## config.mk

```make
export PLATFORM = sky130hd
export DESIGN_NAME = copro_next_ip
export DESIGN_NICKNAME = d
export VERILOG_FILES = /design/src/copro_pkg.sv /design/src/copro_next_ip.sv
export VERILOG_INCLUDE_DIRS = /design/src /design/src/include
export SDC_FILE = /design/constraint.sdc
export NUM_CORES = 1
export LEC_CHECK = 0
export BUFFER_PORTS_ARGS = -buffer_cell sky130_fd_sc_hd__buf_2
export CAP_MARGIN = 20
export CORE_MARGIN = 3
export CORE_UTILIZATION = 40
export DETAILED_ROUTE_END_ITERATION = 6
export PLACE_DENSITY = 0.91
export SYNTH_ARGS = -nofsm -noshare
export SYNTH_HDL_FRONTEND = slang
export SYNTH_SLANG_ARGS = --single-unit
```

## constraint.sdc

```tcl
create_clock -name vclk -period 4.95
set_input_delay 0.495 -clock vclk [all_inputs]
set_output_delay 0.495 -clock vclk [all_outputs]
set_load 0.005 [all_outputs]
```

## src/include/copro_cfg.svh

```systemverilog
`ifndef COPRO_CFG_SVH
`define COPRO_CFG_SVH

// ====================
// Coprocessor sizing
// ====================

// Word address width of the local memory, which gives 1024 words
`define COPRO_AW 10

// Width of a memory word, a register and an instruction
`define COPRO_DW 32

// Number of general registers in the sequencer
`define COPRO_NREG 8

// Entries in the call/return stack
`define COPRO_STACK_DEPTH 8

// Address the sequencer restarts at after a vsync pulse
`define COPRO_VSYNC_VEC 10'h080

`endif

```

## src/copro_pkg.sv

```systemverilog
`include "copro_cfg.svh"

package copro_pkg;

	// ====================
	// Sequencer state
	// ====================

	typedef enum logic [2:0]
	{
		st_ifetch,
		st_decode,
		st_execute,
		st_ip_load,
		st_halt
	} copro_state_t;

	// ====================
	// Instruction format
	// ====================

	// LDI loads the zero-extended imm into rd
	// ADD adds ra into rd
	// JCC tests register rd[2:0] and jumps to imm, rd[3] picks zero (0) or non-zero (1)
	// JMP sub-operation in rd: 0 jump, 1 call, 2 return
	// WAIT waits for a host write to address imm
	// JMPI reads the new instruction pointer from the word at address imm
	// OUT sends rd to the output port
	typedef enum logic [3:0]
	{
		OP_NOP  = 4'h0,
		OP_LDI  = 4'h1,
		OP_ADD  = 4'h2,
		OP_JCC  = 4'h3,
		OP_JMP  = 4'h4,
		OP_WAIT = 4'h5,
		OP_JMPI = 4'h6,
		OP_OUT  = 4'h7,
		OP_HALT = 4'h8
	} copro_opcode_t;

	// Opcode sits in the top nibble, imm in the low half-word
	typedef struct packed
	{
		copro_opcode_t opcode;
		logic [3:0] rd;
		logic [3:0] ra;
		logic [3:0] pad;
		logic [15:0] imm;
	} copro_instruction_t;

	// ====================
	// Local memory port
	// ====================

	typedef struct packed
	{
		logic valid;
		logic we;
		logic [`COPRO_AW-1:0] adr;
		logic [`COPRO_DW-1:0] dat;
	} mem_req_t;

	typedef struct packed
	{
		logic ack;
		logic [`COPRO_DW-1:0] dat;
	} mem_resp_t;

	// One write seen by the arbiter, used to end a WAIT
	typedef struct packed
	{
		logic valid;
		logic [`COPRO_AW-1:0] adr;
	} wr_snoop_t;

endpackage

```

## src/copro_next_ip.sv

```systemverilog
`timescale 1ns/1ps
`include "copro_cfg.svh"

module copro_next_ip
(
	input logic rst,
	input copro_pkg::copro_state_t state,
	input copro_pkg::copro_instruction_t ir,
	input logic [`COPRO_AW-1:0] ip,
	input logic [`COPRO_DW-1:0] ra_val,
	input logic [`COPRO_DW-1:0] rd_val,
	input logic [`COPRO_AW-1:0] stack_top,
	input logic vsync_pend,
	input logic adr_hit,
	input copro_pkg::mem_resp_t resp,
	output logic [`COPRO_AW-1:0] next_ip
);

	logic [`COPRO_DW-1:0] imm_sext;
	logic [`COPRO_DW-1:0] jmp_target;
	logic take_jcc;

	// Relative jumps and calls use a signed 16-bit offset from ra
	assign imm_sext = {{(`COPRO_DW-16){ir.imm[15]}}, ir.imm};
	assign jmp_target = ra_val + imm_sext;

	// Condition bit 3 of rd flips the test from zero to non-zero
	assign take_jcc = ir.rd[3] ? (rd_val != '0) : (rd_val == '0);

	always_comb
	begin
		// Hold the pointer unless a state below says otherwise
		next_ip = ip;
		if (rst)
			next_ip = '0;
		else
		begin
			case (state)
			copro_pkg::st_ifetch:
				// The fetched word is thrown away when a vsync is taken
				if (resp.ack)
				begin
					if (vsync_pend)
						next_ip = `COPRO_VSYNC_VEC;
					else
						next_ip = ip + 1'b1;
				end
			copro_pkg::st_execute:
				case (ir.opcode)
				copro_pkg::OP_WAIT:
					// Stay on the following instruction until the write shows up
					if (!adr_hit)
						next_ip = ip;
				copro_pkg::OP_JCC:
					if (take_jcc)
						next_ip = ir.imm[`COPRO_AW-1:0];
				copro_pkg::OP_JMP:
					case (ir.rd)
					4'd0:
						next_ip = jmp_target[`COPRO_AW-1:0];
					4'd1:
						next_ip = jmp_target[`COPRO_AW-1:0];
					4'd2:
						next_ip = stack_top;
					default:
						next_ip = ip;
					endcase
				default:
					next_ip = ip;
				endcase
			copro_pkg::st_ip_load:
				// Memory word holds the target in its low bits
				if (resp.ack)
					next_ip = resp.dat[`COPRO_AW-1:0];
			default:
				next_ip = ip;
			endcase
		end
	end

endmodule

```

==> out/results.txt <==
status - complete, no violations
Final Wtd Congestion - 0.925
DP HPWL - 4960 microns
Critical Path End Type - output pin
Mapped Cells - 232
post-synthesis compound-gate area fraction - 44.0%
post-synthesis net count - 398
vias per cell - 6.23
drt first pass iters - 4
Crit Path Max Fanout - 3
Final Hold Viols - 0
ratio of cells with drive above 1 in the final layout - 35.0%
fillcell total - 379
post-CTS setup repair buffer count - 0
Most common cell on crit path - buf_2
Critical Path RT - 4.45 ns
WS Path Type - input pin to output pin
vias in the first global route - 1969
max-slew violation count - 0
setup_tns - 0 ns
Setup Viol. Count Final - 0
fmax - 327 MHz
synth-to-layout area growth - 35.3%
Global Route Usage Sum - 23.5%
initial antenna violation count - 0
Sequential cell area - 0 sq um
total die area - 0.00468 sq mm
post-synthesis xor/xnor area fraction - 5.06%
Synth Area in Simple Gates - 31.6%
total power - 174 uW
Leakage Power - 0.00101 uW
DRC - 0
post_cts resized - 0
Worst Tran Pin Value - 0.743 ns
Detail Route Antenna Nets - 0
largest cells by area after synthesis - ha_1 (8.0%), a21oi_1 (6.7%), nor4_1 (4.0%)
Max-Cap Viols - 0
hold_ws - 1.37 ns
Synth top area share - 8.03%
Starting Density - 42.0%
WL/cell - 15.3 microns
PortBufs - 106
Final #Nets - 497
Ports - 165
# diodes - 0
crit share post-route - 61.8%
CP arrival - 2.56 ns
RSZ-0062 raised after global routing - false
largest net degree at the start of global routing - 23
sequential fraction of the synthesis area - 0%
total core area - 0.00372 sq mm
slowest stage delay, CP - 0.48 ns
drt total wl - 5780 microns
Final Instance Count excl. Fillers - 377
CP max stage cell - or4_1
crit path time final - 3.06 ns
Hold Crit Class - input pin to output pin
# placed instances - 377
Synth Cell Area - 0.00156 sq mm
P per Cell Area - 82.4 mW/mm^2
via count - 2349
Die W - 68.4 microns
cell with the most instances after synthesis - a21oi_1
Post-Synth Adder-Cell Area - 9.31%
Layout Cell Area excl Fill - 0.00211 sq mm
num sequential - 0
number of distinct library cells after synthesis - 61
DIE HEIGHT - 68.4 microns
synth cell count leaders - a21oi_1 (21), nor2_1 (16), nand2_1 (14)
type of origin of the critical path - input pin
clock buffer count - 0
grt total ovfl - 0
largest family of logic cells by synthesized area - compound AO/OA/AOI/OAI gates
maximum vdd drop - 40.8 uV
Synth Area per Inst - 6.72 sq um
multiplexer share of the synthesized area - 4.82%
critical path cell sequence - buf_2 -> ha_1 -> inv_1 -> fa_1 -> nor2b_1 -> o21ai_0 -> a21oi_1 -> or4_1 -> a31oi_1 -> o41ai_1 -> buf_2
site row count - 22
CTS Hold Bufs - 0
first-pass GRT wire length - 8690 microns
Warnings, synthesis - 0
max_slew headroom - 50.0%
dpl cell area - 0.00211 sq mm
DRT iter0 DRCs - 144
post-synth top area cell - ha_1
-- worst max-delay path, delay by kind of cell --
| family | cells | cell delay (ns) |
|---|---|---|
| AO/OA/AOI/OAI | 4 | 0.77 |
| AND/OR/NAND/NOR | 2 | 0.53 |
| adder cells (fa/ha/maj) | 2 | 0.42 |
| buffers and inverters | 3 | 0.34 |
-- kinds of logic after synthesis --
group / count (synthesis)
compound gates: 96
buf+inv: 20
mux: 7
fa+ha+maj: 11
simple gates: 89
xor+xnor: 9
-- layout by cell type, fill, tap and decap left out, types with 3 or more instances in the layout --
| cell | count |
|---|---|
| inv_1 | 10 |
| nand2_1 | 14 |
| nor2_1 | 16 |
| and2_1 | 3 |
| a21oi_1 | 21 |
| a22oi_1 | 3 |
| nor4_1 | 10 |
| xnor2_1 | 6 |
| nor3_1 | 8 |
| o21ai_0 | 12 |
| nor2b_1 | 4 |
| a211o_1 | 4 |
| buf_2 | 106 |
| a31oi_1 | 5 |
| a221oi_1 | 4 |
| o21a_1 | 4 |
| a211oi_1 | 4 |
| mux2_2 | 4 |
| a21o_1 | 4 |
| a32oi_1 | 3 |
| nand4_1 | 6 |
| ha_1 | 10 |
| mux2i_1 | 3 |
| and3_1 | 7 |
| o22ai_1 | 5 |
| xor2_1 | 3 |
| nand3_1 | 4 |
| nand2b_1 | 5 |
-- through the flow --
step           worst slack (ns)  util, %
2_1_floorplan              2.41        -
3_3_place_gp               1.92     56.8
3_5_place_dp               1.92     56.8
4_1_cts                    1.92     56.8
5_1_grt                    1.73     56.8
6_report                   1.89     56.8
-- final timing paths --
check   from    endpoint  slack [ns]  cells after the start
max    ir[0]  next_ip[8]        1.89                     11
min    ir[4]  next_ip[4]        1.37                      4
-- metal layers --
layer	GRT usage, %	share of wire [%]	wire (microns)	vias to the layer above
met5	0	0	0	-
met4	6.45	2.3	132	0
met3	1.15	10	607	12
met2	39.1	46	2670	141
met1	32.6	41	2370	1065
li1	-	-	-	1131
-- area by class of cell --
cell class	instances	area [sq um]	share of cell area, %
repair buffers	106	531	25.1
well taps	48	60.1	2.85
multi-input cells	212	1480	70.0
inverters	11	41.3	1.96
-- power by group --
group	switching, uW	internal, uW	leakage [uW]	total [uW]
combinational	90.1	83.7	0.00101	174
sequential	0	0	0	0
clock	0	0	0	0
No activity file was read; power rests on OpenSTA's default activity.
