File: src/include/copro_cfg.svh
`ifndef COPRO_CFG_SVH
`define COPRO_CFG_SVH

// ====================
// Coprocessor sizing
// ====================

// Word address width of the local memory, which gives 1024 words
`define COPRO_AW 10

// Width of a memory word, a register and an instruction
`define COPRO_DW 32

// Number of general registers in the sequencer
`define COPRO_NREG 8

// Entries in the call/return stack
`define COPRO_STACK_DEPTH 8

// Address the sequencer restarts at after a vsync pulse
`define COPRO_VSYNC_VEC 10'h080

`endif

File: src/copro_pkg.sv
`include "copro_cfg.svh"

package copro_pkg;

	// ====================
	// Sequencer state
	// ====================

	typedef enum logic [2:0]
	{
		st_ifetch,
		st_decode,
		st_execute,
		st_ip_load,
		st_halt
	} copro_state_t;

	// ====================
	// Instruction format
	// ====================

	// LDI loads the zero-extended imm into rd
	// ADD adds ra into rd
	// JCC tests register rd[2:0] and jumps to imm, rd[3] picks zero (0) or non-zero (1)
	// JMP sub-operation in rd: 0 jump, 1 call, 2 return
	// WAIT waits for a host write to address imm
	// JMPI reads the new instruction pointer from the word at address imm
	// OUT sends rd to the output port
	typedef enum logic [3:0]
	{
		OP_NOP  = 4'h0,
		OP_LDI  = 4'h1,
		OP_ADD  = 4'h2,
		OP_JCC  = 4'h3,
		OP_JMP  = 4'h4,
		OP_WAIT = 4'h5,
		OP_JMPI = 4'h6,
		OP_OUT  = 4'h7,
		OP_HALT = 4'h8
	} copro_opcode_t;

	// Opcode sits in the top nibble, imm in the low half-word
	typedef struct packed
	{
		copro_opcode_t opcode;
		logic [3:0] rd;
		logic [3:0] ra;
		logic [3:0] pad;
		logic [15:0] imm;
	} copro_instruction_t;

	// ====================
	// Local memory port
	// ====================

	typedef struct packed
	{
		logic valid;
		logic we;
		logic [`COPRO_AW-1:0] adr;
		logic [`COPRO_DW-1:0] dat;
	} mem_req_t;

	typedef struct packed
	{
		logic ack;
		logic [`COPRO_DW-1:0] dat;
	} mem_resp_t;

	// One write seen by the arbiter, used to end a WAIT
	typedef struct packed
	{
		logic valid;
		logic [`COPRO_AW-1:0] adr;
	} wr_snoop_t;

endpackage

File: src/copro_mem_arb.sv
`timescale 1ns/1ps

module copro_mem_arb
(
	input logic clk,
	input logic rst,
	input copro_pkg::mem_req_t host_req,
	input copro_pkg::mem_req_t seq_req,
	output copro_pkg::mem_resp_t host_resp,
	output copro_pkg::mem_resp_t seq_resp,
	output copro_pkg::mem_req_t mem_req,
	input copro_pkg::mem_resp_t mem_resp,
	output copro_pkg::wr_snoop_t wr_snoop
);

	logic busy;
	logic own_host;
	logic req_valid;
	logic grant_host;
	logic grant_seq;
	copro_pkg::mem_req_t req_q;

	// Host wins a tie, nobody is granted while an access is open
	assign grant_host = !busy && host_req.valid;
	assign grant_seq = !busy && !host_req.valid && seq_req.valid;

	// ====================
	// Grant and owner
	// ====================

	// Busy drops after the ack cycle so that cycle never grants
	always_ff @(posedge clk)
	if (rst)
	begin
		busy <= 1'b0;
		own_host <= 1'b0;
		req_valid <= 1'b0;
	end
	else
	begin
		req_valid <= grant_host | grant_seq;
		if (grant_host | grant_seq)
		begin
			busy <= 1'b1;
			own_host <= grant_host;
		end
		else if (mem_resp.ack)
			busy <= 1'b0;
	end

	// Granted request is held for the memory cycle
	always_ff @(posedge clk)
	if (grant_host)
		req_q <= host_req;
	else if (grant_seq)
		req_q <= seq_req;

	always_comb
	begin
		mem_req.valid = req_valid;
		mem_req.we = req_q.we;
		mem_req.adr = req_q.adr;
		mem_req.dat = req_q.dat;
	end

	// ====================
	// Response steering
	// ====================

	assign host_resp.ack = mem_resp.ack & own_host;
	assign host_resp.dat = mem_resp.dat;
	assign seq_resp.ack = mem_resp.ack & ~own_host;
	assign seq_resp.dat = mem_resp.dat;

	// Writes are reported in the cycle they reach the memory
	assign wr_snoop.valid = req_valid & req_q.we;
	assign wr_snoop.adr = req_q.adr;

endmodule

File: config.mk
export PLATFORM = sky130hd
export DESIGN_NAME = copro_mem_arb
export DESIGN_NICKNAME = d
export VERILOG_FILES = /design/src/copro_pkg.sv /design/src/copro_mem_arb.sv
export VERILOG_INCLUDE_DIRS = /design/src /design/src/include
export SDC_FILE = /design/constraint.sdc
export NUM_CORES = 1
export LEC_CHECK = 0
export BUFFER_PORTS_ARGS = -buffer_cell sky130_fd_sc_hd__buf_2
export CAP_MARGIN = 10
export CORE_AREA = 2 2 94 96
export CTS_BUF_LIST = sky130_fd_sc_hd__clkbuf_8
export CTS_CLUSTER_SIZE = 24
export DETAILED_ROUTE_END_ITERATION = 12
export DIE_AREA = 0 0 96 98
export GPL_TIMING_DRIVEN = 1
export PLACE_DENSITY = 0.71
export SLEW_MARGIN = 40
export SYNTH_ARGS = -nofsm -noshare
export SYNTH_HDL_FRONTEND = slang
export SYNTH_SLANG_ARGS = --single-unit
File: constraint.sdc
create_clock -name clk -period 7.1 [get_ports clk]
set_input_delay 0.71 -clock clk [delete_from_list [all_inputs] [get_ports clk]]
set_output_delay 0.71 -clock clk [all_outputs]
set_load 0.03 [all_outputs]
==> flow_metrics.tcl, run 1 <==
set metrics [dict create \
    port_buffers 147 \
    syn-cell-area_um2 2711 \
    drv_slew 0 \
    dieArea_um2 9408 \
    core_area_um2 8466 \
    synth_enable_flop_cells 43 \
    ys_async_sr_fraction 0 \
    yosysWarningCount 0 \
    die-height_um 98 \
    max-vdd-ir-drop_uv 99.53 \
    endpoint_kind "register" \
    grt_util_all_layers 0.1061 \
    layout-drive-gt1-share 0.7722 \
    placed_cells 359 \
    cp.required_ns 7.15 \
    synth_top_area_cell "edfxtp_1" \
    yosys-top-cells-count "75 x buf_4, 43 x edfxtp_1, 39 x mux2_4" \
    cts_tree "built" \
    power.leakage_nw 1.451 \
    synth.avg_cell_area_um2 14.90 \
    synth_top_area_share 0.4762 \
    finalSetupViolations 0 \
    path_cells "buf_2 > nor2b_4 > buf_4 > mux2_2" \
    cts_resized 0 \
    route.vias.total 1561 \
    htreeDepth 2 \
    cp-start-kind "input port" \
    rr_worst_depth 3 \
    ant_nets 0 \
    synthCells 182 \
    start_util 0.3203 \
    syn_nets 305 \
    hold-path-cell-count 2 \
    ios 244 \
    slowest_delay_ns 0.61 \
    grt_max_degree 44 \
    drt_wl_total_mm 5.263 \
    post-route-util 0.3620 \
    period_share 0.2754 \
    grt_first_pass_wirelength_mm 7.465 \
    r2r_start "busy" \
    final_cells 367 \
    rsz0062_at_grt "false" \
    nNetsFinal 381 \
    post_cts_buffers 0 \
    yosysUniqueCellTypes 15 \
    drtIter0Drc 47 \
    setup_slack_ns 5.145 \
    place_congestion 0.7017 \
    worst_clock_skew_ns 0.005686 \
    r2r_slack_ns 5.27 \
    wl_per_cell_um 14.34 \
    tightest_slew_ns 0.7650 \
    cts-root-buf "clkbuf_8" \
    cap_violations 0 \
    power_uw 705.8 \
    cts_hold_buf 0 \
    status "complete, no violations" \
    worstSetupPathType "input port to register" \
    cts_sinks 46 \
    ys_seq_area_frac 0.4984 \
    slew_headroom 0.4900 \
    grt_pass1_vias 1567 \
    grt_overflow 0 \
    area_delta_synth_final_pct 13.01 \
    grt_antenna_before_repair 0 \
    finalSetupTns_ns 0 \
    hold_viol 0 \
    synth_area_leaders "edfxtp_1 48%, mux2_4 22%, buf_4 21%" \
    min_from "rst" \
    max_freq_mhz 511.4 \
    num_rows 34 \
    clock_latency_ns 0.29 \
    hp-class "input port to register" \
    crit_slowest_cell "buf_4" \
    vias_per_cell 4.253 \
    r2r_end "mem_req[40]" \
    die_w_um 96 \
    cts_buffer_depth 2 \
    crit_path_max_fanout 43 \
    preCtsSetupSlack_ns 4.817 \
    clkTransAtPathRegs_ns 0.09 \
    hold_path_end "busy" \
    synth.most_common_cell "buf_4" \
    post-route-drc-count 0 \
    period_needed_ns 1.955 \
    ys.flop_type "edfxtp_1" \
    crit_arrival_ns 2.01 \
    drtPass1Iterations 4 \
    n_antenna_cell 0 \
    ys_ff_latch 46 \
    p_per_area_nw_per_um2 230.3 \
    cts_made_buffers 5 \
]
[routing by layer]
metal / global-route usage / vias to the layer above / share of wire
li1: - / 708 / -
met1: 0.1055 / 718 / 0.34
met2: 0.1918 / 126 / 0.53
met3: 0.04244 / 9 / 0.11
met4: 0.04286 / 0 / 0.015
met5: 0 / - / 0
[final cells by class]
type	count	area, um^2
Fill cell	832	5401
Sequential cell	46	1351
Timing Repair Buffer	149	750.7
Multi-Input combinational cell	55	716.9
Tap cell	108	135.1
Clock buffer	5	68.82
Clock inverter	3	37.54
Inverter	1	3.754
[sequential cells by signal, summed over array words and instances, names as in the netlist]
| register | cells |
|---|---|
| busy | 1 |
| mem_req | 43 |
| own_host | 1 |
| req_valid | 1 |
[stage by stage]
stage,area [um^2],hold WS [ns]
floorplan,2711,0.4783
global placement,2958,0.6171
detailed placement,2958,0.6283
CTS,3064,0.6052
global route,3064,0.6040
finish,3064,0.6243
[placed cells by master (no fill, tap or decap)]
master,Yosys,layout
mux2_4,39,39
mux2_2,4,4
nand2b_1,1,1
clkbuf_8,0,5
a22o_1,1,1
a211oi_1,1,1
nor2_4,0,1
buf_2,0,147
dfxtp_1,3,3
nor2b_4,0,1
nor2_1,2,1
nor3_1,2,2
buf_4,75,2
inv_1,1,3
nor2b_1,3,2
bufinv_16,0,1
edfxtp_1,43,43
and2_1,2,2
[how the worst max path moves through the flow]
stage                             from           to  cells past startpoint
after floorplan           host_req[43]   mem_req[0]                      2
after detailed placement  host_req[43]  mem_req[41]                      4
after CTS                 host_req[43]  mem_req[40]                      4
final                     host_req[43]  mem_req[40]                      4
after global routing      host_req[43]  mem_req[40]                      4
after global placement    host_req[43]  mem_req[41]                      4
[worst max-delay path: cells and delay by family]
family	cells	cell delay, ns
simple gates	1	0.14
buf+inv	2	0.71
mux	1	0.42
[report_power, final]
group	switching, mW	total, mW	internal [mW]
registers	0.00943	0.339	0.329
clock network	0.0870	0.190	0.103
logic	0.104	0.178	0.0737
total	0.200	0.706	0.505
[cell families after synthesis]
family,count (synthesis),synth area share
buf+inv,81,0.2427
compound gates,2,0.006001
flops,46,0.4984
simple gates,10,0.02031
mux,43,0.2326
Note: power is estimated with default switching activity, not from simulation.
==> inputs of run 2 (changes only) <==
--- a/config.mk
+++ b/config.mk
@@ -8,13 +8,13 @@
 export LEC_CHECK = 0
 export BUFFER_PORTS_ARGS = -buffer_cell sky130_fd_sc_hd__buf_2
 export CAP_MARGIN = 10
-export CORE_AREA = 2 2 94 96
+export CORE_AREA = 2 2 95 97
 export CTS_BUF_LIST = sky130_fd_sc_hd__clkbuf_8
 export CTS_CLUSTER_SIZE = 24
 export DETAILED_ROUTE_END_ITERATION = 12
-export DIE_AREA = 0 0 96 98
+export DIE_AREA = 0 0 97 99
 export GPL_TIMING_DRIVEN = 1
-export PLACE_DENSITY = 0.71
+export PLACE_DENSITY = 0.7
 export SLEW_MARGIN = 40
 export SYNTH_ARGS = -nofsm -noshare
 export SYNTH_HDL_FRONTEND = slang
==> constraint.sdc (replaced) <==
create_clock -name clk -period 2 [get_ports clk]
set_input_delay 0.2 -clock clk [delete_from_list [all_inputs] [get_ports clk]]
set_output_delay 0.2 -clock clk [all_outputs]
set_load 0.03 [all_outputs]
==> run 2 against run 1 <==
Against the previous run:
- global-route usage is 0.26 points lower
- clock skew hardly changed
- clock-buffer cell count is 1 higher
- sequential share of layout area shrank 0.90 points
- utilization is 0.39 points higher
- clock power rose to 4.5 times the previous value
- largest cell class unchanged
- largest power group unchanged
- highest routed layer unchanged
==> flow_metrics.tcl, run 2 (synthesis gave the netlist of run 1 again) <==
set metrics [dict create \
    endpoint_kind "register" \
    port_buffers 147 \
    power.leakage_nw 1.476 \
    drtPass1Iterations 4 \
    power_mw 2.689 \
    grt_max_degree 27 \
    ant_nets 0 \
    drt_wl_total_mm 5.132 \
    start_util 0.3171 \
    max-vdd-ir-drop_uv 471.4 \
    area_delta_synth_final_pct 15.37 \
    finalSetupViolations 0 \
    place_area_um2 2985 \
    grt_first_pass_wirelength_mm 7.728 \
    grt_util_all_layers 0.1036 \
    cts_hold_buf 0 \
    r2r_slack_ns 0.50 \
    rsz0062_at_grt "false" \
    cts_buffer_depth 2 \
    place_congestion 0.7566 \
    vias_per_cell 4.179 \
    crit_arrival_ns 1.56 \
    p_per_area_nw_per_um2 859.5 \
    finalSetupTns_ns 0 \
    min_from "rst" \
    worst_clock_skew_ns 0.005339 \
    layout-drive-gt1-share 0.7816 \
    post-route-drc-count 0 \
    design_area_um2 3128 \
    nNetsFinal 383 \
    wl_per_cell_um 13.91 \
    dieArea_um2 9603 \
    cts_sinks 46 \
    num_rows 34 \
    post-route-util 0.3658 \
    worstSetupPathType "register to register" \
    route.vias.total 1542 \
    drtIter0Drc 12 \
    cts_resized 0 \
    largest_reg_flops 43 \
    clock_latency_ns 0.29 \
    cp-start-kind "register" \
    status "complete, no violations" \
    r2r_end "mem_req[41]" \
    die-height_um 99 \
    dp_hpwl_mm 4.185 \
    htreeDepth 2 \
    final_common_cell "buf_2" \
    tightest_slew_ns 0.3403 \
    ios 244 \
    die_w_um 97 \
    cts_made_buffers 5 \
    placed_cells 361 \
    grt_pass1_vias 1621 \
    cts_tree "built" \
    drv_slew 0 \
    cts-root-buf "clkbuf_8" \
    hold_path_end "req_valid" \
    n_antenna_cell 0 \
    period_share 0.7500 \
    grt_antenna_before_repair 0 \
    final_cell_mix "147 x buf_2, 43 x edfxtp_1, 39 x mux2_4" \
    crit_path_max_fanout 18 \
    post_cts_buffers 0 \
    rr_worst_depth 3 \
    clkTransAtPathRegs_ns 0.09 \
    final_cells 369 \
    r2r_start "busy" \
    hold_viol 0 \
    cp.required_ns 2.06 \
    slew_headroom 0.7731 \
    fillCellCount 842 \
    max_freq_mhz 666.6 \
    period_needed_ns 1.500 \
    core_area_um2 8551 \
    hold-path-cell-count 2 \
    grt_overflow 0 \
    hp-class "input port to register" \
    cap_violations 0 \
]
[run 2: changes by cell type in the layout (fill, tap and decap cells not counted)]
cell	before	now
buf_4	2	3
buf_12	0	1
bufinv_16	1	2
inv_1	3	1
clkbuf_8	5	6
[run 2: power by group]
group          total [mW]  internal [mW]  switching [mW]
registers            1.20           1.17          0.0308
logic               0.641          0.268           0.372
clock network       0.850          0.533           0.317
[run 2: worst max-delay path by stage]
stage,from,end
final,busy,mem_req[41]
after global routing,busy,mem_req[41]
after CTS,busy,mem_req[41]
after detailed placement,busy,mem_req[41]
after global placement,busy,mem_req[41]
after floorplan,busy,mem_req[0]
[run 2: cell type report]
cell class / count / area, um^2 / share of cell area
well taps: 108 / 135.1 / 0.04320
inverters: 1 / 3.754 / 0.001200
flip-flops and latches: 46 / 1351 / 0.4320
clock inverters: 2 / 60.06 / 0.01920
clock buffers: 6 / 82.58 / 0.02640
repair buffers: 151 / 778.2 / 0.2488
multi-input cells: 55 / 716.9 / 0.2292
[run 2: routing by layer]
layer,global-route usage,share of wire
met1,0.1145,0.37
met5,0,0
met4,0.04225,0.017
met3,0.05461,0.12
met2,0.1683,0.49
[run 2: metrics by stage]
step                hold slack [ns]  setup slack, ns
finish                       0.1173           0.4999
global route                0.09908           0.4403
CTS                         0.09553           0.4853
detailed placement           0.4003           0.4930
global placement             0.4003           0.5171
floorplan                    0.2768           0.1026
[run 2: worst max-delay path, stage by stage (launching register included)]
cell and delay (ns):
dfxtp_1 0.40, nor2b_4 0.17, buf_4 0.32, mux2_2 0.37
