--- config.mk ---
export PLATFORM = sky130hd
export DESIGN_NAME = copro_seq
export DESIGN_NICKNAME = d
export VERILOG_FILES = /design/src/copro_pkg.sv /design/src/copro_seq.sv
export VERILOG_INCLUDE_DIRS = /design/src /design/src/include
export SDC_FILE = /design/constraint.sdc
export NUM_CORES = 1
export LEC_CHECK = 0
export ABC_CLOCK_PERIOD_IN_PS = 5600
export BUFFER_PORTS_ARGS = -buffer_cell sky130_fd_sc_hd__buf_2
export CAP_MARGIN = 5
export CORE_MARGIN = 3
export CORE_UTILIZATION = 30
export DETAILED_ROUTE_END_ITERATION = 12
export SYNTH_ARGS = -nofsm -noshare
export SYNTH_HDL_FRONTEND = slang
export SYNTH_SLANG_ARGS = --single-unit
--- constraint.sdc ---
create_clock -name clk -period 5.6 [get_ports clk]
set_input_delay 0.84 -clock clk [delete_from_list [all_inputs] [get_ports clk]]
set_output_delay 0.84 -clock clk [all_outputs]
set_load 0.02 [all_outputs]
--- src/include/copro_cfg.svh ---
`ifndef COPRO_CFG_SVH
`define COPRO_CFG_SVH

// ====================
// Coprocessor sizing
// ====================

// Word address width of the local memory, which gives 1024 words
`define COPRO_AW 10

// Width of a memory word, a register and an instruction
`define COPRO_DW 32

// Number of general registers in the sequencer
`define COPRO_NREG 8

// Entries in the call/return stack
`define COPRO_STACK_DEPTH 8

// Address the sequencer restarts at after a vsync pulse
`define COPRO_VSYNC_VEC 10'h080

`endif

--- src/copro_pkg.sv ---
`include "copro_cfg.svh"

package copro_pkg;

	// ====================
	// Sequencer state
	// ====================

	typedef enum logic [2:0]
	{
		st_ifetch,
		st_decode,
		st_execute,
		st_ip_load,
		st_halt
	} copro_state_t;

	// ====================
	// Instruction format
	// ====================

	// LDI loads the zero-extended imm into rd
	// ADD adds ra into rd
	// JCC tests register rd[2:0] and jumps to imm, rd[3] picks zero (0) or non-zero (1)
	// JMP sub-operation in rd: 0 jump, 1 call, 2 return
	// WAIT waits for a host write to address imm
	// JMPI reads the new instruction pointer from the word at address imm
	// OUT sends rd to the output port
	typedef enum logic [3:0]
	{
		OP_NOP  = 4'h0,
		OP_LDI  = 4'h1,
		OP_ADD  = 4'h2,
		OP_JCC  = 4'h3,
		OP_JMP  = 4'h4,
		OP_WAIT = 4'h5,
		OP_JMPI = 4'h6,
		OP_OUT  = 4'h7,
		OP_HALT = 4'h8
	} copro_opcode_t;

	// Opcode sits in the top nibble, imm in the low half-word
	typedef struct packed
	{
		copro_opcode_t opcode;
		logic [3:0] rd;
		logic [3:0] ra;
		logic [3:0] pad;
		logic [15:0] imm;
	} copro_instruction_t;

	// ====================
	// Local memory port
	// ====================

	typedef struct packed
	{
		logic valid;
		logic we;
		logic [`COPRO_AW-1:0] adr;
		logic [`COPRO_DW-1:0] dat;
	} mem_req_t;

	typedef struct packed
	{
		logic ack;
		logic [`COPRO_DW-1:0] dat;
	} mem_resp_t;

	// One write seen by the arbiter, used to end a WAIT
	typedef struct packed
	{
		logic valid;
		logic [`COPRO_AW-1:0] adr;
	} wr_snoop_t;

endpackage

--- src/copro_seq.sv ---
`timescale 1ns/1ps
`include "copro_cfg.svh"

module copro_seq
(
	input logic clk,
	input logic rst,
	input logic run,
	input logic vsync,
	input copro_pkg::mem_resp_t seq_resp,
	input copro_pkg::wr_snoop_t wr_snoop,
	input logic [`COPRO_AW-1:0] next_ip,
	output copro_pkg::mem_req_t seq_req,
	output copro_pkg::copro_state_t state,
	output copro_pkg::copro_instruction_t ir,
	output logic [`COPRO_AW-1:0] ip,
	output logic [`COPRO_DW-1:0] ra_val,
	output logic [`COPRO_DW-1:0] rd_val,
	output logic [`COPRO_AW-1:0] stack_top,
	output logic vsync_pend,
	output logic adr_hit,
	output logic out_valid,
	output logic [`COPRO_DW-1:0] out_dat
);

	localparam int RW = $clog2(`COPRO_NREG);
	localparam int SW = $clog2(`COPRO_STACK_DEPTH);

	logic [`COPRO_DW-1:0] regs [`COPRO_NREG];
	logic [`COPRO_AW-1:0] stack [`COPRO_STACK_DEPTH];
	logic [SW-1:0] sp;
	logic [SW-1:0] sp_dec;
	logic req_valid;
	logic vsync_take;
	logic snoop_match;

	// ====================
	// Memory request
	// ====================

	// Only reads leave the sequencer, the JMPI word address comes from imm
	always_comb
	begin
		seq_req.valid = req_valid;
		seq_req.we = 1'b0;
		seq_req.adr = (state == copro_pkg::st_ip_load) ? ir.imm[`COPRO_AW-1:0] : ip;
		seq_req.dat = '0;
	end

	// A pending vsync is taken when a fetch completes
	assign vsync_take = (state == copro_pkg::st_ifetch) && seq_resp.ack && vsync_pend;

	// ====================
	// State machine
	// ====================

	always_ff @(posedge clk)
	if (rst)
	begin
		state <= copro_pkg::st_halt;
		ir <= '0;
		req_valid <= 1'b0;
	end
	else
	begin
		case (state)
		copro_pkg::st_halt:
			// After HALT only a vsync starts the sequencer again
			if (run && (ir.opcode != copro_pkg::OP_HALT || vsync_pend))
				state <= copro_pkg::st_ifetch;
		copro_pkg::st_ifetch:
			if (seq_resp.ack)
			begin
				req_valid <= 1'b0;
				// With a vsync pending the word is dropped and the vector fetched next
				if (!vsync_pend)
				begin
					ir <= copro_pkg::copro_instruction_t'(seq_resp.dat);
					state <= copro_pkg::st_decode;
				end
			end
			else if (!req_valid && run)
				req_valid <= 1'b1;
		copro_pkg::st_decode:
			state <= copro_pkg::st_execute;
		copro_pkg::st_execute:
			case (ir.opcode)
			copro_pkg::OP_WAIT:
				if (adr_hit)
					state <= copro_pkg::st_ifetch;
			copro_pkg::OP_JMPI:
				state <= copro_pkg::st_ip_load;
			copro_pkg::OP_HALT:
				state <= copro_pkg::st_halt;
			default:
				state <= copro_pkg::st_ifetch;
			endcase
		copro_pkg::st_ip_load:
			if (seq_resp.ack)
			begin
				req_valid <= 1'b0;
				state <= copro_pkg::st_ifetch;
			end
			else if (!req_valid)
				req_valid <= 1'b1;
		default:
			state <= copro_pkg::st_halt;
		endcase
	end

	// Pointer is chosen outside, reset comes through next_ip
	always_ff @(posedge clk)
		ip <= next_ip;

	// ====================
	// Registers and stack
	// ====================

	// Operands are read in decode so execute works from stable values
	always_ff @(posedge clk)
	if (state == copro_pkg::st_decode)
	begin
		ra_val <= regs[ir.ra[RW-1:0]];
		rd_val <= regs[ir.rd[RW-1:0]];
	end

	always_ff @(posedge clk)
	if (rst)
	begin
		for (int i = 0; i < `COPRO_NREG; i++)
			regs[i] <= '0;
		sp <= '0;
	end
	else if (state == copro_pkg::st_execute)
	begin
		case (ir.opcode)
		copro_pkg::OP_LDI:
			regs[ir.rd[RW-1:0]] <= {{(`COPRO_DW-16){1'b0}}, ir.imm};
		copro_pkg::OP_ADD:
			regs[ir.rd[RW-1:0]] <= rd_val + ra_val;
		copro_pkg::OP_JMP:
			// ip already points past the call, so it is the return address
			if (ir.rd == 4'd1)
			begin
				stack[sp] <= ip;
				sp <= sp + 1'b1;
			end
			else if (ir.rd == 4'd2)
				sp <= sp_dec;
		default:
			sp <= sp;
		endcase
	end

	// Stack pointer addresses the next free slot
	assign sp_dec = sp - 1'b1;
	assign stack_top = stack[sp_dec];

	// ====================
	// Vsync and write watch
	// ====================

	assign snoop_match = wr_snoop.valid && (ir.opcode == copro_pkg::OP_WAIT)
		&& (wr_snoop.adr == ir.imm[`COPRO_AW-1:0]);

	always_ff @(posedge clk)
	if (rst)
	begin
		vsync_pend <= 1'b0;
		adr_hit <= 1'b0;
	end
	else
	begin
		// A new pulse in the take cycle stays pending
		vsync_pend <= vsync | (vsync_pend & ~vsync_take);
		case (state)
		copro_pkg::st_decode:
			adr_hit <= snoop_match;
		copro_pkg::st_execute:
			adr_hit <= adr_hit | snoop_match;
		default:
			adr_hit <= 1'b0;
		endcase
	end

	// Output strobe is the execute cycle of OUT itself
	assign out_valid = (state == copro_pkg::st_execute) && (ir.opcode == copro_pkg::OP_OUT);
	assign out_dat = rd_val;

endmodule

==> results of run 1 <==
## registers in the layout, indices dropped and copies added (netlist names)
register,cells
regs,256
stack,80
ir,32
out_dat,32
ra_val,32
ip,10
sp,3
state,3
adr_hit,1
req_valid,1
vsync_pend,1
## Yosys cell counts (all sizes together), types with 7 or more instances
master	n
mux2	52
xnor2	20
xor2	14
ha	33
nand3	11
edfxtp	400
nor2	278
a21oi	87
mux2i	10
mux4	84
nand4	43
a22oi	132
inv	10
clkbuf	81
o21a	10
o21ai	28
nand2	134
o21bai	7
nor3	23
buf	82
dfxtp	51
nor3b	7
## worst min path at each step
| stage | from | endpoint | slack (ps) |
|---|---|---|---|
| 2_1_floorplan | req_valid$_SDFFE_PP0P_ | req_valid$_SDFFE_PP0P_ | 450 |
| 3_3_place_gp | ir[17]$_SDFFE_PP0P_ | ir[17]$_SDFFE_PP0P_ | 440 |
| 3_5_place_dp | ir[19]$_SDFFE_PP0P_ | ir[19]$_SDFFE_PP0P_ | 450 |
| 4_1_cts | next_ip[6] | ip[6]$_DFF_P_ | 330 |
| 5_1_grt | next_ip[6] | ip[6]$_DFF_P_ | 330 |
| 6_report | next_ip[6] | ip[6]$_DFF_P_ | 360 |
## layer usage
metal,wire [um],vias to the layer above
met5,0,-
met4,2290,0
met3,7730,168
met2,33600,990
met1,26300,7758
li1,-,6698
## power by group through the flow
| stage | clock (mW) | combinational (mW) | sequential (mW) |
|---|---|---|---|
| global placement | 0 | 0.596 | 3.92 |
| detailed placement | 0 | 0.604 | 3.93 |
| floorplan | 0 | 0.397 | 3.91 |
| CTS | 3.20 | 0.606 | 3.85 |
| finish | 3.17 | 0.609 | 3.86 |
| global route | 3.34 | 0.652 | 3.87 |
## area by class of cell
| class | count | area (um2) | area share, % |
|---|---|---|---|
| clock inverters | 31 | 318 | 1.26 |
| repair buffers | 260 | 1470 | 5.85 |
| well taps | 940 | 1180 | 4.68 |
| flip-flops and latches | 451 | 13000 | 51.8 |
| multi-input cells | 1091 | 7880 | 31.3 |
| clock buffers | 55 | 1230 | 4.87 |
| inverters | 11 | 41.3 | 0.164 |
| diodes | 1 | 2.50 | 0.00995 |
## logic make-up (layout without fill, tap and decap cells)
| logic type | after synthesis | in the layout |
|---|---|---|
| simple gates | 534 | 534 |
| flops | 451 | 451 |
| compound gates | 310 | 310 |
| buf+inv | 174 | 357 |
| mux | 146 | 146 |
| fa+ha+maj | 34 | 34 |
| xor+xnor | 34 | 34 |
| other cells | 1 | 34 |
## per-stage QoR
stage / instance area [um2] / hold slack [ps] / utilization (%) / setup WS (ps)
after floorplan: 21800 / 447 / - / 1820
after global placement: 23600 / 438 / 33.4 / 1750
after detailed placement: 23600 / 449 / 33.4 / 1660
after CTS: 25200 / 332 / 35.5 / 1480
after global routing: 25200 / 335 / 35.5 / 1330
final: 25200 / 355 / 35.5 / 1510
## worst reg2reg max path: stages, from the launching register on
cell,delay (ps)
edfxtp_1,410
ha_1,220
fa_1,420
a21o_1,210
a221oi_1,840
o21a_1,340
o31a_1,260
o21ai_0,170
xnor2_1,680
nor2_1,120
==> flow_summary.json, run 1 <==
{
  "worstSetupStartpointType": "flip-flop",
  "synth.area.mux_share_pct": 11.9,
  "vias": 15600,
  "io_pins": 256,
  "tightest_slew_ps": 1200,
  "crit_path_end": "stack_top[2]",
  "slowest_stage": "ha_1",
  "busiest_layer": "met2",
  "reg2reg_from": "out_dat[0]$_DFFE_PP_",
  "netlist_instances": 1684,
  "path_buf_inv": 3,
  "coreArea_mm2": 0.0708,
  "setup.worst_path.class": "reg2out",
  "synthAdderAreaFrac_pct": 2.00,
  "p_int_mw": 5.77,
  "drc": 0,
  "synth_area_per_cell_um2": 12.9,
  "layout-drive-gt1-share_pct": 25.8,
  "die_w_um": 275,
  "clockRootBuffer": "clkbuf_16",
  "netSwitchingFraction_pct": 24.3,
  "finalHoldViolations": 0,
  "p_total_mw": 7.63,
  "rsz0062_at_grt": "false",
  "syn_to_final_growth_pct": 16.1,
  "fin_cells": 2840,
  "ctsLongestPathBuffers": 3,
  "globalRouteMet1Util_pct": 22.4,
  "postCtsSetupRepairBufs": 0,
  "grt_max_degree": 66,
  "netlist_area_mm2": 0.0217,
  "synth_top_area_share_pct": 55.5,
  "clk_pin_slew_ps": 60,
  "netlist.top_cell.by_area": "edfxtp_1",
  "fmax_ghz": 0.244,
  "power.share.sequential_pct": 50.5,
  "comb_power_share_pct": 8.0,
  "dp.cells": 2753,
  "cts_hold_buffers": 0,
  "status": "finished, final reports clean",
  "grt_usage_pct": 18.0,
  "postCtsResizedCells": 0,
  "min_period_ps": 4090,
  "synth-seq-cells": 451,
  "path_max_fanout": 24,
  "die_height_um": 275,
  "gr-usage-met3_pct": 4.26,
  "synth_top_family_by_area": "multiplexers",
  "hold_depth": 1,
  "cp.depth": 6,
  "num_rows": 97,
  "cts-buffers-inserted": 46,
  "drt_iter0_drc": 1847,
  "start_util_pct": 30.6,
  "synthXorXnorAreaFrac_pct": 1.38,
  "synth-compound-area-share_pct": 9.61,
  "tns_ps": 0,
  "portBuffers": 222,
  "detail-route-antenna-nets": 0,
  "cp-startpoint": "sp[0]$_SDFFE_PP0P_",
  "finClkSkew_ps": 35.4,
  "synth.area.top_cells": "edfxtp_1 (55%), mux4_2 (8.7%), nor2_1 (4.8%)",
  "power.density_mw_per_mm2": 303,
  "wl_per_cell_um": 24.6,
  "ys_seq_area_share_pct": 60.2,
  "cpPeakStageDelay_ps": 960,
  "grt_pass1_vias": 15500,
  "grt_pass1_wl_um": 101000,
  "hp-class": "in2reg",
  "p_switching_mw": 1.86,
  "clkPwrFrac_pct": 41.5,
  "ys.flop_type": "edfxtp_1",
  "vias_per_cell": 5.50,
  "synthArstFlopShare_pct": 0,
  "cts_tree": "done",
  "grt.overflow.total": 0,
  "gp_congestion": 0.911,
  "final_common_cell": "edfxtp_1",
  "slew_violations": 0,
  "antenna_found_initial": 1,
  "cap_violations": 0,
  "dp.final_hpwl_um": 45100,
  "critical_path.top_delay_family": "adder cells",
  "h-tree-depth": 2,
  "clk_latency_ps": 590,
  "cts_sinks": 451,
  "r2r_cells": 9,
  "use_met2_pct": 30.6,
  "rrSetupSlack_ps": 1660,
  "die_area_mm2": 0.0754,
  "max_slew_margin_pct": 19.2,
  "fin_nets": 1953,
  "synth_cell_type_count": 67,
  "finalWirelength_um": 70000,
  "synth_edf_count": 400,
  "firstDrtPassIters": 7,
  "path_cells": "buf_4 -> inv_1 -> ha_1 -> mux4_2 -> mux2_2 -> buf_2",
  "setup_viol": 0,
  "peakVddDrop_mv": 0.187,
  "synthSimpleGateAreaFrac_pct": 10.7,
  "arrival_ps": 3250,
  "fin_crit_sh_pct": 73.1,
  "p_leak_nw": 8.67,
  "r2r-end": "regs[4][16]$_SDFFCE_PN0P_",
  "most-common-layout-cells": "edfxtp_1 (400), nor2_1 (274), buf_2 (222)",
  "cp-end-kind": "output pin",
  "worst_ep_required_time_ps": 4760,
  "yosys_warnings": 0,
  "fillers": 6818
}
(Power assumes the default switching activity.)
==> inputs of run 2 (changes only) <==
--- a/config.mk
+++ b/config.mk
@@ -6,7 +6,7 @@
 export SDC_FILE = /design/constraint.sdc
 export NUM_CORES = 1
 export LEC_CHECK = 0
-export ABC_CLOCK_PERIOD_IN_PS = 5600
+export ABC_CLOCK_PERIOD_IN_PS = 3770
 export BUFFER_PORTS_ARGS = -buffer_cell sky130_fd_sc_hd__buf_2
 export CAP_MARGIN = 5
 export CORE_MARGIN = 3
==> constraint.sdc (replaced) <==
create_clock -name clk -period 3.77 [get_ports clk]
set_input_delay 0.5655 -clock clk [delete_from_list [all_inputs] [get_ports clk]]
set_output_delay 0.5655 -clock clk [all_outputs]
set_load 0.02 [all_outputs]
==> flow_summary.json, run 2 (synthesized netlist as in run 1, its figures left out) <==
{
  "antenna_found_initial": 1,
  "finalWorstSetupSlack_ps": 106,
  "drc": 0,
  "grt_usage_pct": 18.7,
  "num_rows": 97,
  "cpPeakStageDelay_ps": 790,
  "die_height_um": 275,
  "arrival_ps": 3980,
  "clk_latency_ps": 600,
  "layout-drive-gt1-share_pct": 27.3,
  "portBuffers": 222,
  "cts_sinks": 451,
  "ctsLongestPathBuffers": 3,
  "die_area_mm2": 0.0754,
  "p_leak_nw": 8.84,
  "h-tree-depth": 2,
  "grt_max_degree": 66,
  "final_common_cell": "edfxtp_1",
  "grt_pass1_vias": 15800,
  "grt_pass1_wl_um": 104000,
  "postCtsSetupRepairBufs": 0,
  "vias_per_cell": 5.53,
  "vias": 15900,
  "cts_tree": "done",
  "fillers": 6809,
  "setup_viol": 0,
  "drt_iter0_drc": 2006,
  "peakVddDrop_mv": 0.374,
  "holdWs_ps": 63.9,
  "io_pins": 256,
  "power.density_mw_per_mm2": 443,
  "finalHoldViolations": 0,
  "fin_crit_sh_pct": 97.2,
  "syn_to_final_growth_pct": 17.3,
  "setup.worst_path.class": "reg2reg",
  "antenna_cells": 0,
  "path_buf_inv": 1,
  "p_total_mw": 11.3,
  "clk_pin_slew_ps": 60,
  "slowest_stage": "o31ai_1",
  "firstDrtPassIters": 6,
  "final_util_pct": 35.9,
  "cts_hold_buffers": 0,
  "gp_congestion": 0.933,
  "cp-end-kind": "flip-flop",
  "most-common-layout-cells": "edfxtp_1 (400), nor2_1 (274), buf_2 (222)",
  "postCtsResizedCells": 0,
  "worstSetupStartpointType": "flip-flop",
  "worst_ep_required_time_ps": 4080,
  "path_max_fanout": 8,
  "grt.overflow.total": 0,
  "top_register": "regs",
  "hp-class": "in2reg",
  "cts-buffers-inserted": 46,
  "max_slew_margin_pct": 29.4,
  "tightest_slew_ps": 1060,
  "finalWirelength_um": 72900,
  "largest_register_ffs": 256,
  "critical_path.top_delay_family": "compound AO/OA/AOI/OAI gates",
  "die_w_um": 275,
  "top_regs": "regs x256, stack x80",
  "cap_violations": 0,
  "detail-route-antenna-nets": 0,
  "rsz0062_at_grt": "false",
  "start_util_pct": 30.6,
  "tns_ps": 0,
  "slew_violations": 0,
  "status": "finished, final reports clean",
  "fin_nets": 1997,
  "path_cells": "ha_1 -> and3_1 -> a221oi_1 -> buf_4 -> o21a_1 -> o31ai_1 -> a31oi_1 -> o21ai_1 -> a21oi_1",
  "coreArea_mm2": 0.0708,
  "dpl_worst_slack_ps": 289,
  "min_period_ps": 3660,
  "clockRootBuffer": "clkbuf_16",
  "wl_per_cell_um": 25.3,
  "fmax_ghz": 0.273,
  "dp.final_hpwl_um": 47900,
  "finClkSkew_ps": 25.6
}
-- run 2: cell count changes in the layout (fill, tap and decap cells not counted), sizes merged --
| cell | before | now |
|---|---|---|
| clkinvlp | 5 | 4 |
| clkbuf | 55 | 65 |
| clkinv | 20 | 10 |
| buf | 260 | 304 |
| bufinv | 5 | 3 |
| diode | 1 | 0 |
-- run 2: power breakdown --
| part | leakage (nW) | switching [mW] | internal [mW] | total [mW] |
|---|---|---|---|---|
| Sequential | 4.36 | 0.149 | 5.58 | 5.73 |
| Combinational | 3.75 | 0.610 | 0.325 | 0.935 |
| Clock | 0.724 | 1.99 | 2.60 | 4.60 |
| Total | 8.84 | 2.75 | 8.51 | 11.3 |
-- run 2: path summary, 6_finish.rpt --
path	startpoint	end	slack (ps)	depth (start not counted)
setup / recovery	out_dat[5]$_DFFE_PP_	regs[0][24]$_SDFFCE_PN0P_	110	9
hold / removal	next_ip[5]	ip[5]$_DFF_P_	60	1
setup reg to reg	out_dat[5]$_DFFE_PP_	regs[0][24]$_SDFFCE_PN0P_	110	9
hold reg to reg	ir[16]$_SDFFE_PP0P_	ir[16]$_SDFFE_PP0P_	460	2
-- run 2: per-layer routing --
layer	global-route usage (%)	wire, um
met1	23.3	28000
met2	31.2	34600
met3	4.56	7560
met4	7.31	2730
met5	0	0
-- run 2: per-stage QoR --
stage	std cells	instance area (um2)
finish	2880	25400
global route	2880	25400
CTS	2880	25400
detailed placement	2797	23900
global placement	2797	23900
floorplan	1716	21800
-- run 2: area by class of cell --
type / instances / area, um2 / area share, %
flip-flops and latches: 451 / 13000 / 51.3
multi-input cells: 1091 / 7870 / 31.0
repair buffers: 304 / 1760 / 6.95
clock buffers: 65 / 1280 / 5.05
well taps: 940 / 1180 / 4.63
clock inverters: 18 / 225 / 0.887
inverters: 11 / 41.3 / 0.163
==> inputs of run 3 (changes only) <==
--- a/config.mk
+++ b/config.mk
@@ -7,11 +7,12 @@
 export NUM_CORES = 1
 export LEC_CHECK = 0
 export ABC_CLOCK_PERIOD_IN_PS = 3770
-export BUFFER_PORTS_ARGS = -buffer_cell sky130_fd_sc_hd__buf_2
 export CAP_MARGIN = 5
 export CORE_MARGIN = 3
 export CORE_UTILIZATION = 30
+export CTS_BUF_LIST = sky130_fd_sc_hd__clkbuf_8
 export DETAILED_ROUTE_END_ITERATION = 12
+export DONT_BUFFER_PORTS = 1
 export SYNTH_ARGS = -nofsm -noshare
 export SYNTH_HDL_FRONTEND = slang
 export SYNTH_SLANG_ARGS = --single-unit
==> flow_summary.json, run 3 (synthesized netlist as in run 1, its figures left out) <==
{
  "layout-drive-gt1-share_pct": 19.6,
  "cts_hold_buffers": 13,
  "tns_ps": 0,
  "fin_nets": 1836,
  "cp-startpoint": "out_dat[1]$_DFFE_PP_",
  "final_common_cell": "edfxtp_1",
  "max_slew_margin_pct": 43.5,
  "io_pins": 256,
  "grt_usage_pct": 18.1,
  "p_leak_nw": 8.16,
  "power.density_mw_per_mm2": 437,
  "rsz0062_at_grt": "false",
  "fin_crit_sh_pct": 92.7,
  "cts_tree": "done",
  "globalRouteMet1Util_pct": 21.5,
  "grt_max_degree": 66,
  "syn_to_final_growth_pct": 13.2,
  "grt_pass1_wl_um": 101000,
  "dp.final_hpwl_um": 44000,
  "path_max_fanout": 8,
  "grt_pass1_vias": 15300,
  "gr-usage-met3_pct": 5.84,
  "cp-end-kind": "flip-flop",
  "peakVddDrop_mv": 0.246,
  "busiest_layer": "met2",
  "clk_pin_slew_ps": 60,
  "start_util_pct": 30.6,
  "holdWs_ps": 47.0,
  "antenna_cells": 0,
  "dp.cells": 2593,
  "ctsLongestPathBuffers": 3,
  "rrSetupSlack_ps": 280,
  "num_rows": 97,
  "finClkSkew_ps": 30.7,
  "r2r_cells": 9,
  "min_period_ps": 3490,
  "detail-route-antenna-nets": 0,
  "seq_area_mm2": 0.0130,
  "cts-buffers-inserted": 76,
  "coreArea_mm2": 0.0708,
  "fillers": 6875,
  "gp_congestion": 0.895,
  "hp-class": "in2reg",
  "postCtsResizedCells": 0,
  "fin_cells": 2744,
  "h-tree-depth": 3,
  "cap_violations": 0,
  "clk_latency_ps": 650,
  "worstSetupStartpointType": "flip-flop",
  "firstDrtPassIters": 6,
  "cts_sinks": 451,
  "status": "finished, final reports clean",
  "multi_input_area_mm2": 0.00787,
  "worst_ep_required_time_ps": 4150,
  "fmax_ghz": 0.286,
  "top_regs": "regs x256, stack x80",
  "most-common-layout-cells": "edfxtp_1 (400), nor2_1 (274), nand2_1 (134)",
  "largest_register_ffs": 256,
  "top_register": "regs",
  "vias": 15300,
  "grt.overflow.total": 0,
  "postCtsSetupRepairBufs": 0,
  "vias_per_cell": 5.59,
  "slew_violations": 0,
  "finalHoldViolations": 0,
  "r2r-end": "regs[3][22]$_SDFFCE_PN0P_",
  "finalWirelength_um": 71000,
  "crit_path_end": "regs[3][22]$_SDFFCE_PN0P_",
  "portBuffers": 0,
  "antenna_found_initial": 2,
  "wl_per_cell_um": 25.9,
  "setup.worst_path.class": "reg2reg",
  "tightest_slew_ps": 824,
  "die_height_um": 275,
  "drc": 0,
  "setup_viol": 0,
  "arrival_ps": 3870,
  "use_met2_pct": 30.5,
  "drt_iter0_drc": 1983,
  "reg2reg_from": "out_dat[1]$_DFFE_PP_",
  "die_area_mm2": 0.0754,
  "clockRootBuffer": "clkbuf_8",
  "die_w_um": 275
}
[run 3: cell types whose count changed in the layout (fill, tap and decap cells not counted), sizes merged]
cell / change
bufinv: -1
clkinvlp: -1
inv: +28
clkbuf: +12
dlygate4sd3: +12
clkinv: +17
buf: -203
[run 3: layout make-up]
cell class	count	share of cell area (%)
Tap cell	940	4.80
Sequential cell	451	53.2
Timing Repair Buffer	113	4.04
Clock buffer	77	4.32
Clock inverter	61	1.38
Inverter	11	0.168
Multi-Input combinational cell	1091	32.1
[run 3: how the worst min path moves through the flow]
stage / start / depth (start not counted) / slack [ps] / end
6_report: seq_resp[10] / 2 / 50 / ir[10]$_SDFFE_PP0P_
3_5_place_dp: ir[16]$_SDFFE_PP0P_ / 2 / 550 / ir[16]$_SDFFE_PP0P_
5_1_grt: seq_resp[29] / 2 / 30 / ir[29]$_SDFFE_PP0P_
4_1_cts: seq_resp[29] / 2 / 1 / ir[29]$_SDFFE_PP0P_
3_3_place_gp: ir[16]$_SDFFE_PP0P_ / 2 / 540 / ir[16]$_SDFFE_PP0P_
2_1_floorplan: req_valid$_SDFFE_PP0P_ / 2 / 450 / req_valid$_SDFFE_PP0P_
[run 3: layer usage]
| metal | share of wire, % | wire (um) |
|---|---|---|
| met5 | 0.020 | 14 |
| met1 | 36 | 25900 |
| met4 | 3.4 | 2430 |
| met2 | 48 | 34200 |
| met3 | 12 | 8500 |
[run 3: critical path, cell delays in order (launching register included)]
cell      delay [ps]
edfxtp_1         650
fa_1             320
a21o_1           150
a221oi_1         100
buf_4            180
o21a_1           250
o31ai_1          650
a21boi_0         240
xnor2_1          570
nor2_1           120
[run 3: report_power, final]
part           internal [mW]  total, mW  switching, mW
sequential              5.58       5.77          0.189
combinational          0.300      0.846          0.546
clock                   2.06       4.08           2.02
total                   7.95       10.7           2.76
[run 3: stage by stage]
| stage | power (mW) | area (um2) | setup WS (ps) | util (%) |
|---|---|---|---|---|
| 6_report | 10.7 | 24500 | 276 | 34.6 |
| 5_1_grt | 11.1 | 24500 | 80.1 | 34.6 |
| 4_1_cts | 10.8 | 24500 | 291 | 34.6 |
| 3_5_place_dp | 6.69 | 23000 | 307 | 32.5 |
| 3_3_place_gp | 6.67 | 23000 | 334 | 32.5 |
| 2_1_floorplan | 6.40 | 21800 | 532 | - |
